<file path="src/dino_pkg.sv">
/* shared types for the runner game
   game state and dino phase enums, screen coordinate and colour types,
   fixed palette in 3-3-2 packing */
package dino_pkg;

   // game mode, driven from outside the design
   typedef enum logic [1:0] {
      GAME_GRACE, // obstacles held at their start positions
      GAME_PLAY,
      GAME_DEAD   // everything frozen
   } game_state_e;

   // vertical motion of the dinosaur
   typedef enum logic [1:0] {
      DINO_RUN,
      DINO_RISE,
      DINO_FALL
   } dino_phase_e;

   typedef logic signed [11:0] coord_t; // signed so boxes can sit left of the screen

   typedef logic [7:0] rgb_t; // rrr_ggg_bb

   localparam rgb_t BG_COLOR     = 8'b000_000_00;
   localparam rgb_t FLOOR_COLOR  = 8'b101_011_00; // sandy brown
   localparam rgb_t CACTUS_COLOR = 8'b000_110_00;
   localparam rgb_t BIRD_COLOR   = 8'b011_011_10;
   localparam rgb_t DINO_COLOR   = 8'b110_110_11;

endpackage

</file>
<file path="src/vga_timing.sv">
`timescale 1ns/1ps
/* raster timing generator with pixel strobe divider, position counters,
   negative syncs, active flag and end-of-frame strobe */
module vga_timing #(
   parameter int H_ACTIVE    = 640,
   parameter int H_FP        = 16,
   parameter int H_SYNC      = 96,
   parameter int H_BP        = 48,
   parameter int V_ACTIVE    = 480,
   parameter int V_FP        = 10,
   parameter int V_SYNC      = 2,
   parameter int V_BP        = 33,
   parameter int CLK_PER_PIX = 4
) (
   input  logic             i_clk,
   input  logic             i_arst_n,
   output logic             o_pix_stb,
   output logic             o_hs,
   output logic             o_vs,
   output logic             o_active,
   output logic             o_frame,
   output dino_pkg::coord_t o_x,
   output dino_pkg::coord_t o_y
);
   import dino_pkg::*;

   localparam int     DIV_W    = $clog2(CLK_PER_PIX + 1);
   localparam coord_t H_LAST   = coord_t'(H_ACTIVE + H_FP + H_SYNC + H_BP - 1);
   localparam coord_t V_LAST   = coord_t'(V_ACTIVE + V_FP + V_SYNC + V_BP - 1);
   localparam coord_t HS_START = coord_t'(H_ACTIVE + H_FP);
   localparam coord_t HS_END   = coord_t'(H_ACTIVE + H_FP + H_SYNC);
   localparam coord_t VS_START = coord_t'(V_ACTIVE + V_FP);
   localparam coord_t VS_END   = coord_t'(V_ACTIVE + V_FP + V_SYNC);

   logic [DIV_W-1:0] div_cnt;
   coord_t           h_cnt;
   coord_t           v_cnt;

   assign o_pix_stb = (div_cnt == DIV_W'(CLK_PER_PIX - 1));

   always_ff @(posedge i_clk or negedge i_arst_n) begin
      if (!i_arst_n) begin
         div_cnt <= '0;
      end else if (o_pix_stb) begin
         div_cnt <= '0;
      end else begin
         div_cnt <= div_cnt + DIV_W'(1);
      end
   end

   always_ff @(posedge i_clk or negedge i_arst_n) begin
      if (!i_arst_n) begin
         h_cnt <= '0;
         v_cnt <= '0;
      end else if (o_pix_stb) begin
         if (h_cnt == H_LAST) begin
            h_cnt <= '0;
            v_cnt <= (v_cnt == V_LAST) ? '0 : v_cnt + coord_t'(1); // next line or wrap
         end else begin
            h_cnt <= h_cnt + coord_t'(1);
         end
      end
   end

   assign o_x      = h_cnt;
   assign o_y      = v_cnt;
   assign o_hs     = !((h_cnt >= HS_START) && (h_cnt < HS_END)); // low during sync
   assign o_vs     = !((v_cnt >= VS_START) && (v_cnt < VS_END));
   assign o_active = (h_cnt < coord_t'(H_ACTIVE)) && (v_cnt < coord_t'(V_ACTIVE));
   // last visible pixel leaves the screen on this strobe
   assign o_frame  = o_pix_stb && (h_cnt == coord_t'(H_ACTIVE - 1))
                     && (v_cnt == coord_t'(V_ACTIVE - 1));

   // frame strobe rides a pixel strobe and the raster then leaves the visible area
   a_frame_stb: assert property (@(posedge i_clk) disable iff (!i_arst_n)
      o_frame |-> o_pix_stb ##1 !o_active);

endmodule

</file>
<file path="src/obstacle.sv">
`timescale 1ns/1ps
/* one obstacle box that steps left once per frame and wraps to the right */
module obstacle #(
   parameter int START_X    = 640,
   parameter int TOP_Y      = 370,
   parameter int WIDTH      = 12,
   parameter int HEIGHT     = 30,
   parameter int OBST_SPEED = 4,
   parameter int WRAP_X     = 640
) (
   input  logic                  i_clk,
   input  logic                  i_arst_n,
   input  logic                  i_frame,
   input  dino_pkg::game_state_e i_state,
   output dino_pkg::coord_t      o_x1,
   output dino_pkg::coord_t      o_x2,
   output dino_pkg::coord_t      o_y1,
   output dino_pkg::coord_t      o_y2
);
   import dino_pkg::*;

   localparam coord_t BOX_W = coord_t'(WIDTH);
   localparam coord_t STEP  = coord_t'(OBST_SPEED);

   coord_t x1;
   coord_t x1_step;

   assign x1_step = x1 - STEP;

   always_ff @(posedge i_clk or negedge i_arst_n) begin
      if (!i_arst_n) begin
         x1 <= coord_t'(START_X);
      end else if (i_frame) begin
         case (i_state)
            GAME_GRACE: x1 <= coord_t'(START_X);
            GAME_PLAY: begin
               if (x1_step + BOX_W <= coord_t'(0)) begin
                  x1 <= coord_t'(WRAP_X); // fully off the left edge
               end else begin
                  x1 <= x1_step;
               end
            end
            default: x1 <= x1; // dead, box frozen
         endcase
      end
   end

   assign o_x1 = x1;
   assign o_x2 = x1 + BOX_W;
   assign o_y1 = coord_t'(TOP_Y);
   assign o_y2 = coord_t'(TOP_Y + HEIGHT);

   // a moved box stays ordered and never sits wholly left of column 0
   a_box_order: assert property (@(posedge i_clk) disable iff (!i_arst_n)
      (i_frame && i_state == GAME_PLAY) |=> (o_x1 < o_x2) && (o_x2 > coord_t'(0)));

endmodule

</file>
<file path="src/dino_player.sv">
`timescale 1ns/1ps
/* dinosaur box with a run, rise and fall FSM stepped per frame,
   and a half-height box while ducking on the ground */
module dino_player #(
   parameter int DINO_X      = 60,
   parameter int DINO_W      = 20,
   parameter int DINO_H      = 40,
   parameter int FLOOR_Y     = 400,
   parameter int JUMP_STEP   = 6,
   parameter int JUMP_FRAMES = 16
) (
   input  logic                  i_clk,
   input  logic                  i_arst_n,
   input  logic                  i_frame,
   input  logic                  i_jump,
   input  logic                  i_duck,
   input  dino_pkg::game_state_e i_state,
   output dino_pkg::coord_t      o_x1,
   output dino_pkg::coord_t      o_x2,
   output dino_pkg::coord_t      o_y1,
   output dino_pkg::coord_t      o_y2
);
   import dino_pkg::*;

   localparam int     CNT_W = $clog2(JUMP_FRAMES + 1);
   localparam coord_t STEP  = coord_t'(JUMP_STEP);
   localparam coord_t FLOOR = coord_t'(FLOOR_Y);

   dino_phase_e      phase;
   dino_phase_e      phase_nxt;
   logic [CNT_W-1:0] cnt;     // rise steps taken so far
   logic [CNT_W-1:0] cnt_nxt;
   coord_t           lift;    // height of the box bottom above the floor
   coord_t           lift_nxt;
   logic             ducked;
   logic             ducked_nxt;

   always_comb begin
      phase_nxt = phase;
      cnt_nxt   = cnt;
      lift_nxt  = lift;
      case (phase)
         DINO_RUN: begin
            if (i_jump) begin
               phase_nxt = DINO_RISE;
               lift_nxt  = STEP; // leave the ground on this frame
               cnt_nxt   = CNT_W'(1);
            end
         end
         DINO_RISE: begin
            if (cnt < CNT_W'(JUMP_FRAMES)) begin
               lift_nxt = lift + STEP;
               cnt_nxt  = cnt + CNT_W'(1);
            end else begin
               phase_nxt = DINO_FALL; // top of the arc reached
               lift_nxt  = lift - STEP;
            end
         end
         DINO_FALL: begin
            if (lift <= STEP) begin
               phase_nxt = DINO_RUN;
               lift_nxt  = '0;
               cnt_nxt   = '0;
            end else begin
               lift_nxt = lift - STEP;
            end
         end
         default: begin
            phase_nxt = DINO_RUN;
            lift_nxt  = '0;
            cnt_nxt   = '0;
         end
      endcase
      ducked_nxt = (phase_nxt == DINO_RUN) && i_duck; // no ducking in the air
   end

   always_ff @(posedge i_clk or negedge i_arst_n) begin
      if (!i_arst_n) begin
         phase  <= DINO_RUN;
         cnt    <= '0;
         lift   <= '0;
         ducked <= 1'b0;
      end else if (i_frame && i_state != GAME_DEAD) begin
         phase  <= phase_nxt;
         cnt    <= cnt_nxt;
         lift   <= lift_nxt;
         ducked <= ducked_nxt;
      end
   end

   assign o_x1 = coord_t'(DINO_X);
   assign o_x2 = coord_t'(DINO_X + DINO_W);
   assign o_y2 = FLOOR - lift;
   assign o_y1 = o_y2 - (ducked ? coord_t'(DINO_H / 2) : coord_t'(DINO_H));

   // never below the floor, and standing on it whenever the FSM says run
   a_on_floor: assert property (@(posedge i_clk) disable iff (!i_arst_n)
      (o_y2 <= FLOOR) && ((phase != DINO_RUN) || (o_y2 == FLOOR)));

endmodule

</file>
<file path="src/pixel_compositor.sv">
`timescale 1ns/1ps
/* per-pixel box hit tests, priority colour select, collision flag
   and the output registers that keep colour aligned with sync */
module pixel_compositor #(
   parameter int NUM_CACTI = 3,
   parameter int NUM_BIRDS = 1,
   parameter int FLOOR_Y   = 400
) (
   input  logic                                           i_clk,
   input  logic                                           i_arst_n,
   input  logic                                           i_pix_stb,
   input  logic                                           i_hs,
   input  logic                                           i_vs,
   input  logic                                           i_active,
   input  dino_pkg::coord_t                               i_x,
   input  dino_pkg::coord_t                               i_y,
   input  logic [NUM_CACTI*$bits(dino_pkg::coord_t)-1:0] i_cactus_x1,
   input  logic [NUM_CACTI*$bits(dino_pkg::coord_t)-1:0] i_cactus_x2,
   input  logic [NUM_CACTI*$bits(dino_pkg::coord_t)-1:0] i_cactus_y1,
   input  logic [NUM_CACTI*$bits(dino_pkg::coord_t)-1:0] i_cactus_y2,
   input  logic [NUM_BIRDS*$bits(dino_pkg::coord_t)-1:0] i_bird_x1,
   input  logic [NUM_BIRDS*$bits(dino_pkg::coord_t)-1:0] i_bird_x2,
   input  logic [NUM_BIRDS*$bits(dino_pkg::coord_t)-1:0] i_bird_y1,
   input  logic [NUM_BIRDS*$bits(dino_pkg::coord_t)-1:0] i_bird_y2,
   input  dino_pkg::coord_t                               i_dino_x1,
   input  dino_pkg::coord_t                               i_dino_x2,
   input  dino_pkg::coord_t                               i_dino_y1,
   input  dino_pkg::coord_t                               i_dino_y2,
   output logic                                           o_hs,
   output logic                                           o_vs,
   output logic                                           o_active,
   output logic                                           o_collision,
   output logic [2:0]                                     o_red,
   output logic [2:0]                                     o_green,
   output logic [1:0]                                     o_blue
);
   import dino_pkg::*;

   localparam int CW = $bits(coord_t);

   logic [NUM_CACTI-1:0] cactus_hit;
   logic [NUM_BIRDS-1:0] bird_hit;
   logic                 dino_hit;
   logic                 floor_hit;
   logic                 collide;
   rgb_t                 color;

   // edges follow the half-open convention x1 <= x < x2
   function automatic logic in_box(input coord_t x, input coord_t y,
                                   input coord_t x1, input coord_t x2,
                                   input coord_t y1, input coord_t y2);
      return (x >= x1) && (x < x2) && (y >= y1) && (y < y2);
   endfunction

   for (genvar i = 0; i < NUM_CACTI; i++) begin : g_cactus_hit
      assign cactus_hit[i] = in_box(i_x, i_y,
                                    coord_t'(i_cactus_x1[i*CW +: CW]),
                                    coord_t'(i_cactus_x2[i*CW +: CW]),
                                    coord_t'(i_cactus_y1[i*CW +: CW]),
                                    coord_t'(i_cactus_y2[i*CW +: CW]));
   end

   for (genvar i = 0; i < NUM_BIRDS; i++) begin : g_bird_hit
      assign bird_hit[i] = in_box(i_x, i_y,
                                  coord_t'(i_bird_x1[i*CW +: CW]),
                                  coord_t'(i_bird_x2[i*CW +: CW]),
                                  coord_t'(i_bird_y1[i*CW +: CW]),
                                  coord_t'(i_bird_y2[i*CW +: CW]));
   end

   assign dino_hit  = in_box(i_x, i_y, i_dino_x1, i_dino_x2, i_dino_y1, i_dino_y2);
   assign floor_hit = (i_y >= coord_t'(FLOOR_Y));
   assign collide   = i_active && dino_hit && ((|cactus_hit) || (|bird_hit));

   always_comb begin
      if (!i_active) begin
         color = 8'h00; // blanking must be black
      end else if (dino_hit) begin
         color = DINO_COLOR;
      end else if (|bird_hit) begin
         color = BIRD_COLOR;
      end else if (|cactus_hit) begin
         color = CACTUS_COLOR;
      end else if (floor_hit) begin
         color = FLOOR_COLOR;
      end else begin
         color = BG_COLOR;
      end
   end

   always_ff @(posedge i_clk or negedge i_arst_n) begin
      if (!i_arst_n) begin
         o_hs                     <= 1'b1;
         o_vs                     <= 1'b1;
         o_active                 <= 1'b0;
         o_collision              <= 1'b0;
         {o_red, o_green, o_blue} <= BG_COLOR;
      end else if (i_pix_stb) begin
         o_hs                     <= i_hs;
         o_vs                     <= i_vs;
         o_active                 <= i_active;
         o_collision              <= collide;
         {o_red, o_green, o_blue} <= color;
      end
   end

   // a collision sits on a visible pixel and visible pixels never overlap a sync pulse
   a_collision_px: assert property (@(posedge i_clk) disable iff (!i_arst_n)
      o_collision |-> o_active && o_hs && o_vs);

endmodule

</file>
<file path="src/dino_game_top.sv">
`timescale 1ns/1ps
/* runner game top level with raster timing, cactus and bird rows,
   the dinosaur player and the pixel compositor */
module dino_game_top #(
   parameter int H_ACTIVE    = 640,
   parameter int H_FP        = 16,
   parameter int H_SYNC      = 96,
   parameter int H_BP        = 48,
   parameter int V_ACTIVE    = 480,
   parameter int V_FP        = 10,
   parameter int V_SYNC      = 2,
   parameter int V_BP        = 33,
   parameter int CLK_PER_PIX = 4,
   parameter int FLOOR_Y     = 400,
   parameter int NUM_CACTI   = 3,
   parameter int NUM_BIRDS   = 1,
   parameter int OBST_SPEED  = 4,
   parameter int OBST_GAP    = 240,
   parameter int JUMP_STEP   = 6,
   parameter int JUMP_FRAMES = 16,
   parameter int DINO_X      = 60,
   parameter int DINO_W      = 20,
   parameter int DINO_H      = 40,
   parameter int CACTUS_W    = 12,
   parameter int CACTUS_H    = 30,
   parameter int BIRD_W      = 16,
   parameter int BIRD_H      = 10
) (
   input  logic                  i_clk,
   input  logic                  i_arst_n,
   input  logic                  i_jump,
   input  logic                  i_duck,
   input  dino_pkg::game_state_e i_state,
   output logic                  o_hs,
   output logic                  o_vs,
   output logic                  o_active,
   output logic                  o_collision,
   output logic [2:0]            o_red,
   output logic [2:0]            o_green,
   output logic [1:0]            o_blue
);
   import dino_pkg::*;

   localparam int CW          = $bits(coord_t);
   localparam int CACTUS_WRAP = H_ACTIVE + (NUM_CACTI - 1) * OBST_GAP; // behind the last one
   localparam int BIRD_X0     = H_ACTIVE + OBST_GAP / 2; // birds sit between cacti
   localparam int BIRD_WRAP   = BIRD_X0 + (NUM_BIRDS - 1) * OBST_GAP;
   localparam int BIRD_Y2     = FLOOR_Y - DINO_H / 2 - 2; // clears a ducking dino

   logic   pix_stb;
   logic   frame;
   logic   hs;
   logic   vs;
   logic   active;
   coord_t pix_x;
   coord_t pix_y;

   logic [NUM_CACTI*CW-1:0] cactus_x1, cactus_x2, cactus_y1, cactus_y2;
   logic [NUM_BIRDS*CW-1:0] bird_x1, bird_x2, bird_y1, bird_y2;
   coord_t                  dino_x1, dino_x2, dino_y1, dino_y2;

   vga_timing #(
      .H_ACTIVE (H_ACTIVE), .H_FP (H_FP), .H_SYNC (H_SYNC), .H_BP (H_BP),
      .V_ACTIVE (V_ACTIVE), .V_FP (V_FP), .V_SYNC (V_SYNC), .V_BP (V_BP),
      .CLK_PER_PIX (CLK_PER_PIX)
   ) u_timing (
      .i_clk     (i_clk),
      .i_arst_n  (i_arst_n),
      .o_pix_stb (pix_stb),
      .o_hs      (hs),
      .o_vs      (vs),
      .o_active  (active),
      .o_frame   (frame),
      .o_x       (pix_x),
      .o_y       (pix_y)
   );

   for (genvar i = 0; i < NUM_CACTI; i++) begin : g_cactus
      obstacle #(
         .START_X    (H_ACTIVE + i * OBST_GAP),
         .TOP_Y      (FLOOR_Y - CACTUS_H),
         .WIDTH      (CACTUS_W),
         .HEIGHT     (CACTUS_H),
         .OBST_SPEED (OBST_SPEED),
         .WRAP_X     (CACTUS_WRAP)
      ) u_cactus (
         .i_clk    (i_clk),
         .i_arst_n (i_arst_n),
         .i_frame  (frame),
         .i_state  (i_state),
         .o_x1     (cactus_x1[i*CW +: CW]),
         .o_x2     (cactus_x2[i*CW +: CW]),
         .o_y1     (cactus_y1[i*CW +: CW]),
         .o_y2     (cactus_y2[i*CW +: CW])
      );
   end

   for (genvar i = 0; i < NUM_BIRDS; i++) begin : g_bird
      obstacle #(
         .START_X    (BIRD_X0 + i * OBST_GAP),
         .TOP_Y      (BIRD_Y2 - BIRD_H),
         .WIDTH      (BIRD_W),
         .HEIGHT     (BIRD_H),
         .OBST_SPEED (OBST_SPEED),
         .WRAP_X     (BIRD_WRAP)
      ) u_bird (
         .i_clk    (i_clk),
         .i_arst_n (i_arst_n),
         .i_frame  (frame),
         .i_state  (i_state),
         .o_x1     (bird_x1[i*CW +: CW]),
         .o_x2     (bird_x2[i*CW +: CW]),
         .o_y1     (bird_y1[i*CW +: CW]),
         .o_y2     (bird_y2[i*CW +: CW])
      );
   end

   dino_player #(
      .DINO_X (DINO_X), .DINO_W (DINO_W), .DINO_H (DINO_H), .FLOOR_Y (FLOOR_Y),
      .JUMP_STEP (JUMP_STEP), .JUMP_FRAMES (JUMP_FRAMES)
   ) u_dino (
      .i_clk    (i_clk),
      .i_arst_n (i_arst_n),
      .i_frame  (frame),
      .i_jump   (i_jump),
      .i_duck   (i_duck),
      .i_state  (i_state),
      .o_x1     (dino_x1),
      .o_x2     (dino_x2),
      .o_y1     (dino_y1),
      .o_y2     (dino_y2)
   );

   pixel_compositor #(
      .NUM_CACTI (NUM_CACTI), .NUM_BIRDS (NUM_BIRDS), .FLOOR_Y (FLOOR_Y)
   ) u_compositor (
      .i_clk       (i_clk),
      .i_arst_n    (i_arst_n),
      .i_pix_stb   (pix_stb),
      .i_hs        (hs),
      .i_vs        (vs),
      .i_active    (active),
      .i_x         (pix_x),
      .i_y         (pix_y),
      .i_cactus_x1 (cactus_x1),
      .i_cactus_x2 (cactus_x2),
      .i_cactus_y1 (cactus_y1),
      .i_cactus_y2 (cactus_y2),
      .i_bird_x1   (bird_x1),
      .i_bird_x2   (bird_x2),
      .i_bird_y1   (bird_y1),
      .i_bird_y2   (bird_y2),
      .i_dino_x1   (dino_x1),
      .i_dino_x2   (dino_x2),
      .i_dino_y1   (dino_y1),
      .i_dino_y2   (dino_y2),
      .o_hs        (o_hs),
      .o_vs        (o_vs),
      .o_active    (o_active),
      .o_collision (o_collision),
      .o_red       (o_red),
      .o_green     (o_green),
      .o_blue      (o_blue)
   );

endmodule

</file>
<file path="config.mk">
export PLATFORM = sky130hd
export DESIGN_NAME = dino_game_top
export DESIGN_NICKNAME = d
export VERILOG_FILES = /design/src/dino_pkg.sv /design/src/vga_timing.sv /design/src/obstacle.sv /design/src/dino_player.sv /design/src/pixel_compositor.sv /design/src/dino_game_top.sv
export SDC_FILE = /design/constraint.sdc
export NUM_CORES = 1
export LEC_CHECK = 0
export ABC_CLOCK_PERIOD_IN_PS = 7600
export BUFFER_PORTS_ARGS = -buffer_cell sky130_fd_sc_hd__clkbuf_2
export CAP_MARGIN = 5
export CORE_MARGIN = 2
export CORE_UTILIZATION = 33
export CTS_CLUSTER_SIZE = 24
export DETAILED_ROUTE_END_ITERATION = 16
export SYNTH_ARGS = -nofsm -noshare
export SYNTH_HDL_FRONTEND = slang
export SYNTH_SLANG_ARGS = --single-unit
</file>
<file path="constraint.sdc">
create_clock -name i_clk -period 7.6 [get_ports i_clk]
set_input_delay 0.38 -clock i_clk [delete_from_list [all_inputs] [get_ports i_clk]]
set_output_delay 0.38 -clock i_clk [all_outputs]
set_load 0.02 [all_outputs]
</file>
==> impl_metrics.tcl <==
set metrics [dict create \
    detail_route.vias_per_cell 5.60 \
    ys_ff_latch 96 \
    wl_per_cell_um 16.4 \
    clkLatencyLatePin_ps 360 \
    cts_setup_buffers 0 \
    hold_ws_ps 24.6 \
    fin_tns_setup_ps 0 \
    finClkSkew_ps 15.9 \
    start_util_pct 33.6 \
    worstHoldPathType "in -> async" \
    ir_worst_vdd_mv 0.104 \
    io_pins 18 \
    synth-edff-count 0 \
    cts_buffer_depth 2 \
    io_buffers 17 \
    rsz0062_at_grt "false" \
    yosysSeqAreaShare_pct 25.1 \
    crit_family "simple AND/OR/NAND/NOR gates" \
    grt_pass1_vias 8473 \
    gp_congestion 0.881 \
    drt_wl_total_um 25700 \
    final_nets 1306 \
    fp.dieH_um 175 \
    area_growth_pct 7.25 \
    synthTopCellsByArea "dfrtp_1, ha_1, xnor2_1" \
    overflow 0 \
    status "finished clean" \
    path_buf_inv 2 \
    ys_async_sr_fraction_pct 100 \
    synth_area_per_cell_um2 8.10 \
    slew_headroom_pct 33.7 \
    worstPathMaxFanout 11 \
    synth_warnings 0 \
    setup.worst_path.end_class "register" \
    synth.most_common_cell "ha_1" \
    max_slew.worst_pin.slew_ps 994 \
    synthDominantCellAreaShare_pct 20.2 \
    routed-via-count 8738 \
    grt_antenna_before_repair 1 \
    dieArea_um2 30700 \
    rrSetupSlack_ps 2790 \
    syn_nets 1328 \
    hold_violations 0 \
    arrival_ps 5080 \
    finalSetupViolations 0 \
    cp.required_ps 7880 \
    rows 62 \
    netlist_top_cells_count "ha_1, o21ai_0, nand2_1" \
    p_per_area_nw_per_um2 109 \
    cap_violations 0 \
    synth_cell_types 81 \
    syn_inst 1193 \
    crit_type "reg -> reg" \
    cts_sinks 96 \
    coreArea_um2 28800 \
    cts_tree "done" \
    die_w_um 175 \
    drt-initial-drc-count 692 \
    path_cells "inv_1 > ha_1 > xnor2_1 > ha_1 > nor2b_1 > o21ai_0 > inv_1 > o21ai_0 > and3b_1 > nand3_1 > nor3_1 > xor2_1 > ha_1 > nand4_1 > nor3_1 > nor2_1 > nand2_1 > mux2i_1 > nor4_1 > nand2_1 > o21ai_0" \
    syn_area_um2 9660 \
    power.total_mw 1.12 \
    dp_hpwl_um 18500 \
    synth-main-ff-cell "dfrtp_1" \
    grt_pass1_wl_um 43500 \
    slew_violations 0 \
    max_stage_delay_ps 580 \
    drive_gt1_share_pct 7.23 \
    antenna_left 0 \
    grt_max_degree 54 \
    critPathSlowestCell "nor4_1" \
    min_period_ps 4810 \
    max_clock_freq_mhz 208 \
    drtPass1Iterations 5 \
    clkSlewWorstSetupHoldPaths_ps 80 \
    netlist.top_cell.by_area "dfrtp_1" \
    clock_tree.root_cell "clkbuf_16" \
    drc 0 \
    cp-start-kind "register" \
    cts.repair.resized 0 \
    timing.final.crit_share_pct 63.2 \
    p_leak_nw 4.49 \
    grt_usage_pct 17.2 \
    htree_levels 3 \
    cts_buffers 9 \
    cts_hold_buffers 0 \
]
-- where the power goes --
group          internal, mW  switching, mW
Sequential            0.515        0.00728
Combinational        0.0239         0.0455
Clock                 0.309          0.224
Total                 0.848          0.277
-- state kept, by name, summed over array words and instances (netlist names), 2 cells and up --
register	cells
g_cactus.u_cactus.o_x1	30
u_timing.o_x	12
u_timing.o_y	12
u_dino.lift	11
g_bird.u_bird.o_x1	10
u_dino.cnt	5
u_compositor.o_green	3
u_timing.div_cnt	3
u_compositor.o_red	2
u_dino.phase	2
-- placed cells by master (no fill, tap or decap), drive strengths merged, types with 5 or more instances in the layout --
master / instances
ha: 128
nand4: 29
nor3b: 6
o21ai: 108
inv: 74
a21oi: 67
o211a: 5
o22ai: 11
o2111ai: 8
nand2: 104
a22oi: 7
xnor2: 66
nand3b: 6
o31ai: 14
or4: 7
nand2b: 17
nor3: 33
a2111oi: 5
dfstp: 18
a211oi: 9
nor2b: 17
xor2: 12
nor2: 77
o211ai: 17
clkbuf: 28
nand3: 44
a21o: 18
or3: 9
nor4: 17
clkinv: 6
dfrtp: 78
a31oi: 13
o21a: 8
and2: 7
and3: 22
or2: 13
-- area by class of cell --
cell class              count  area (µm²)
fillers                  2960       18400
multi-input cells         966        6720
flip-flops and latches     96        2420
well taps                 384         480
inverters                  78         293
clock buffers              12         256
repair buffers             20         110
clock inverters             4        77.6
diodes                      1        2.50
-- kinds of logic after synthesis --
family          share of synthesized area (%)
mux                                     0.648
buf+inv                                  5.47
fa+ha+maj                                16.8
compound gates                           21.7
xor+xnor                                 7.07
flops                                    25.1
simple gates                             23.2
-- through the flow --
stage,std cells,instance area [µm²],setup slack [ps],utilization [%]
3_5_place_dp,1544,10000,2870,34.8
6_report,1561,10400,2790,36.0
3_3_place_gp,1544,10000,3060,34.8
5_1_grt,1561,10400,2130,36.0
4_1_cts,1560,10400,2810,36.0
2_1_floorplan,1193,9660,3500,-
-- worst paths after layout --
check | from | end | depth (start not counted)
setup reg to reg | u_dino.lift[1]$_DFFE_PN0P_ | u_compositor.o_collision$_DFFE_PN0P_ | 21
hold reg to reg | u_timing.div_cnt[0]$_DFF_PN0_ | u_timing.div_cnt[0]$_DFF_PN0_ | 1
hold / removal | i_arst_n | g_cactus[0].u_cactus.o_x1[8]$_DFFE_PN0P_ | 1
setup / recovery | u_dino.lift[1]$_DFFE_PN0P_ | u_compositor.o_collision$_DFFE_PN0P_ | 21
max in group asynchronous | i_arst_n | u_timing.o_y[6]$_DFFE_PN0P_ | 2
min in group i_clk | i_duck | u_dino.ducked$_DFFE_PN0P_ | 3
-- per-layer routing --
layer  wire (µm)  part of all wire, %  GRT usage [%]
met1       12600                   49           24.2
met2       11700                   45           27.1
met3         968                  3.8           2.70
met4         380                  1.5           5.35
met5           0                    0              0
Note: power is estimated with default switching activity, not from simulation.
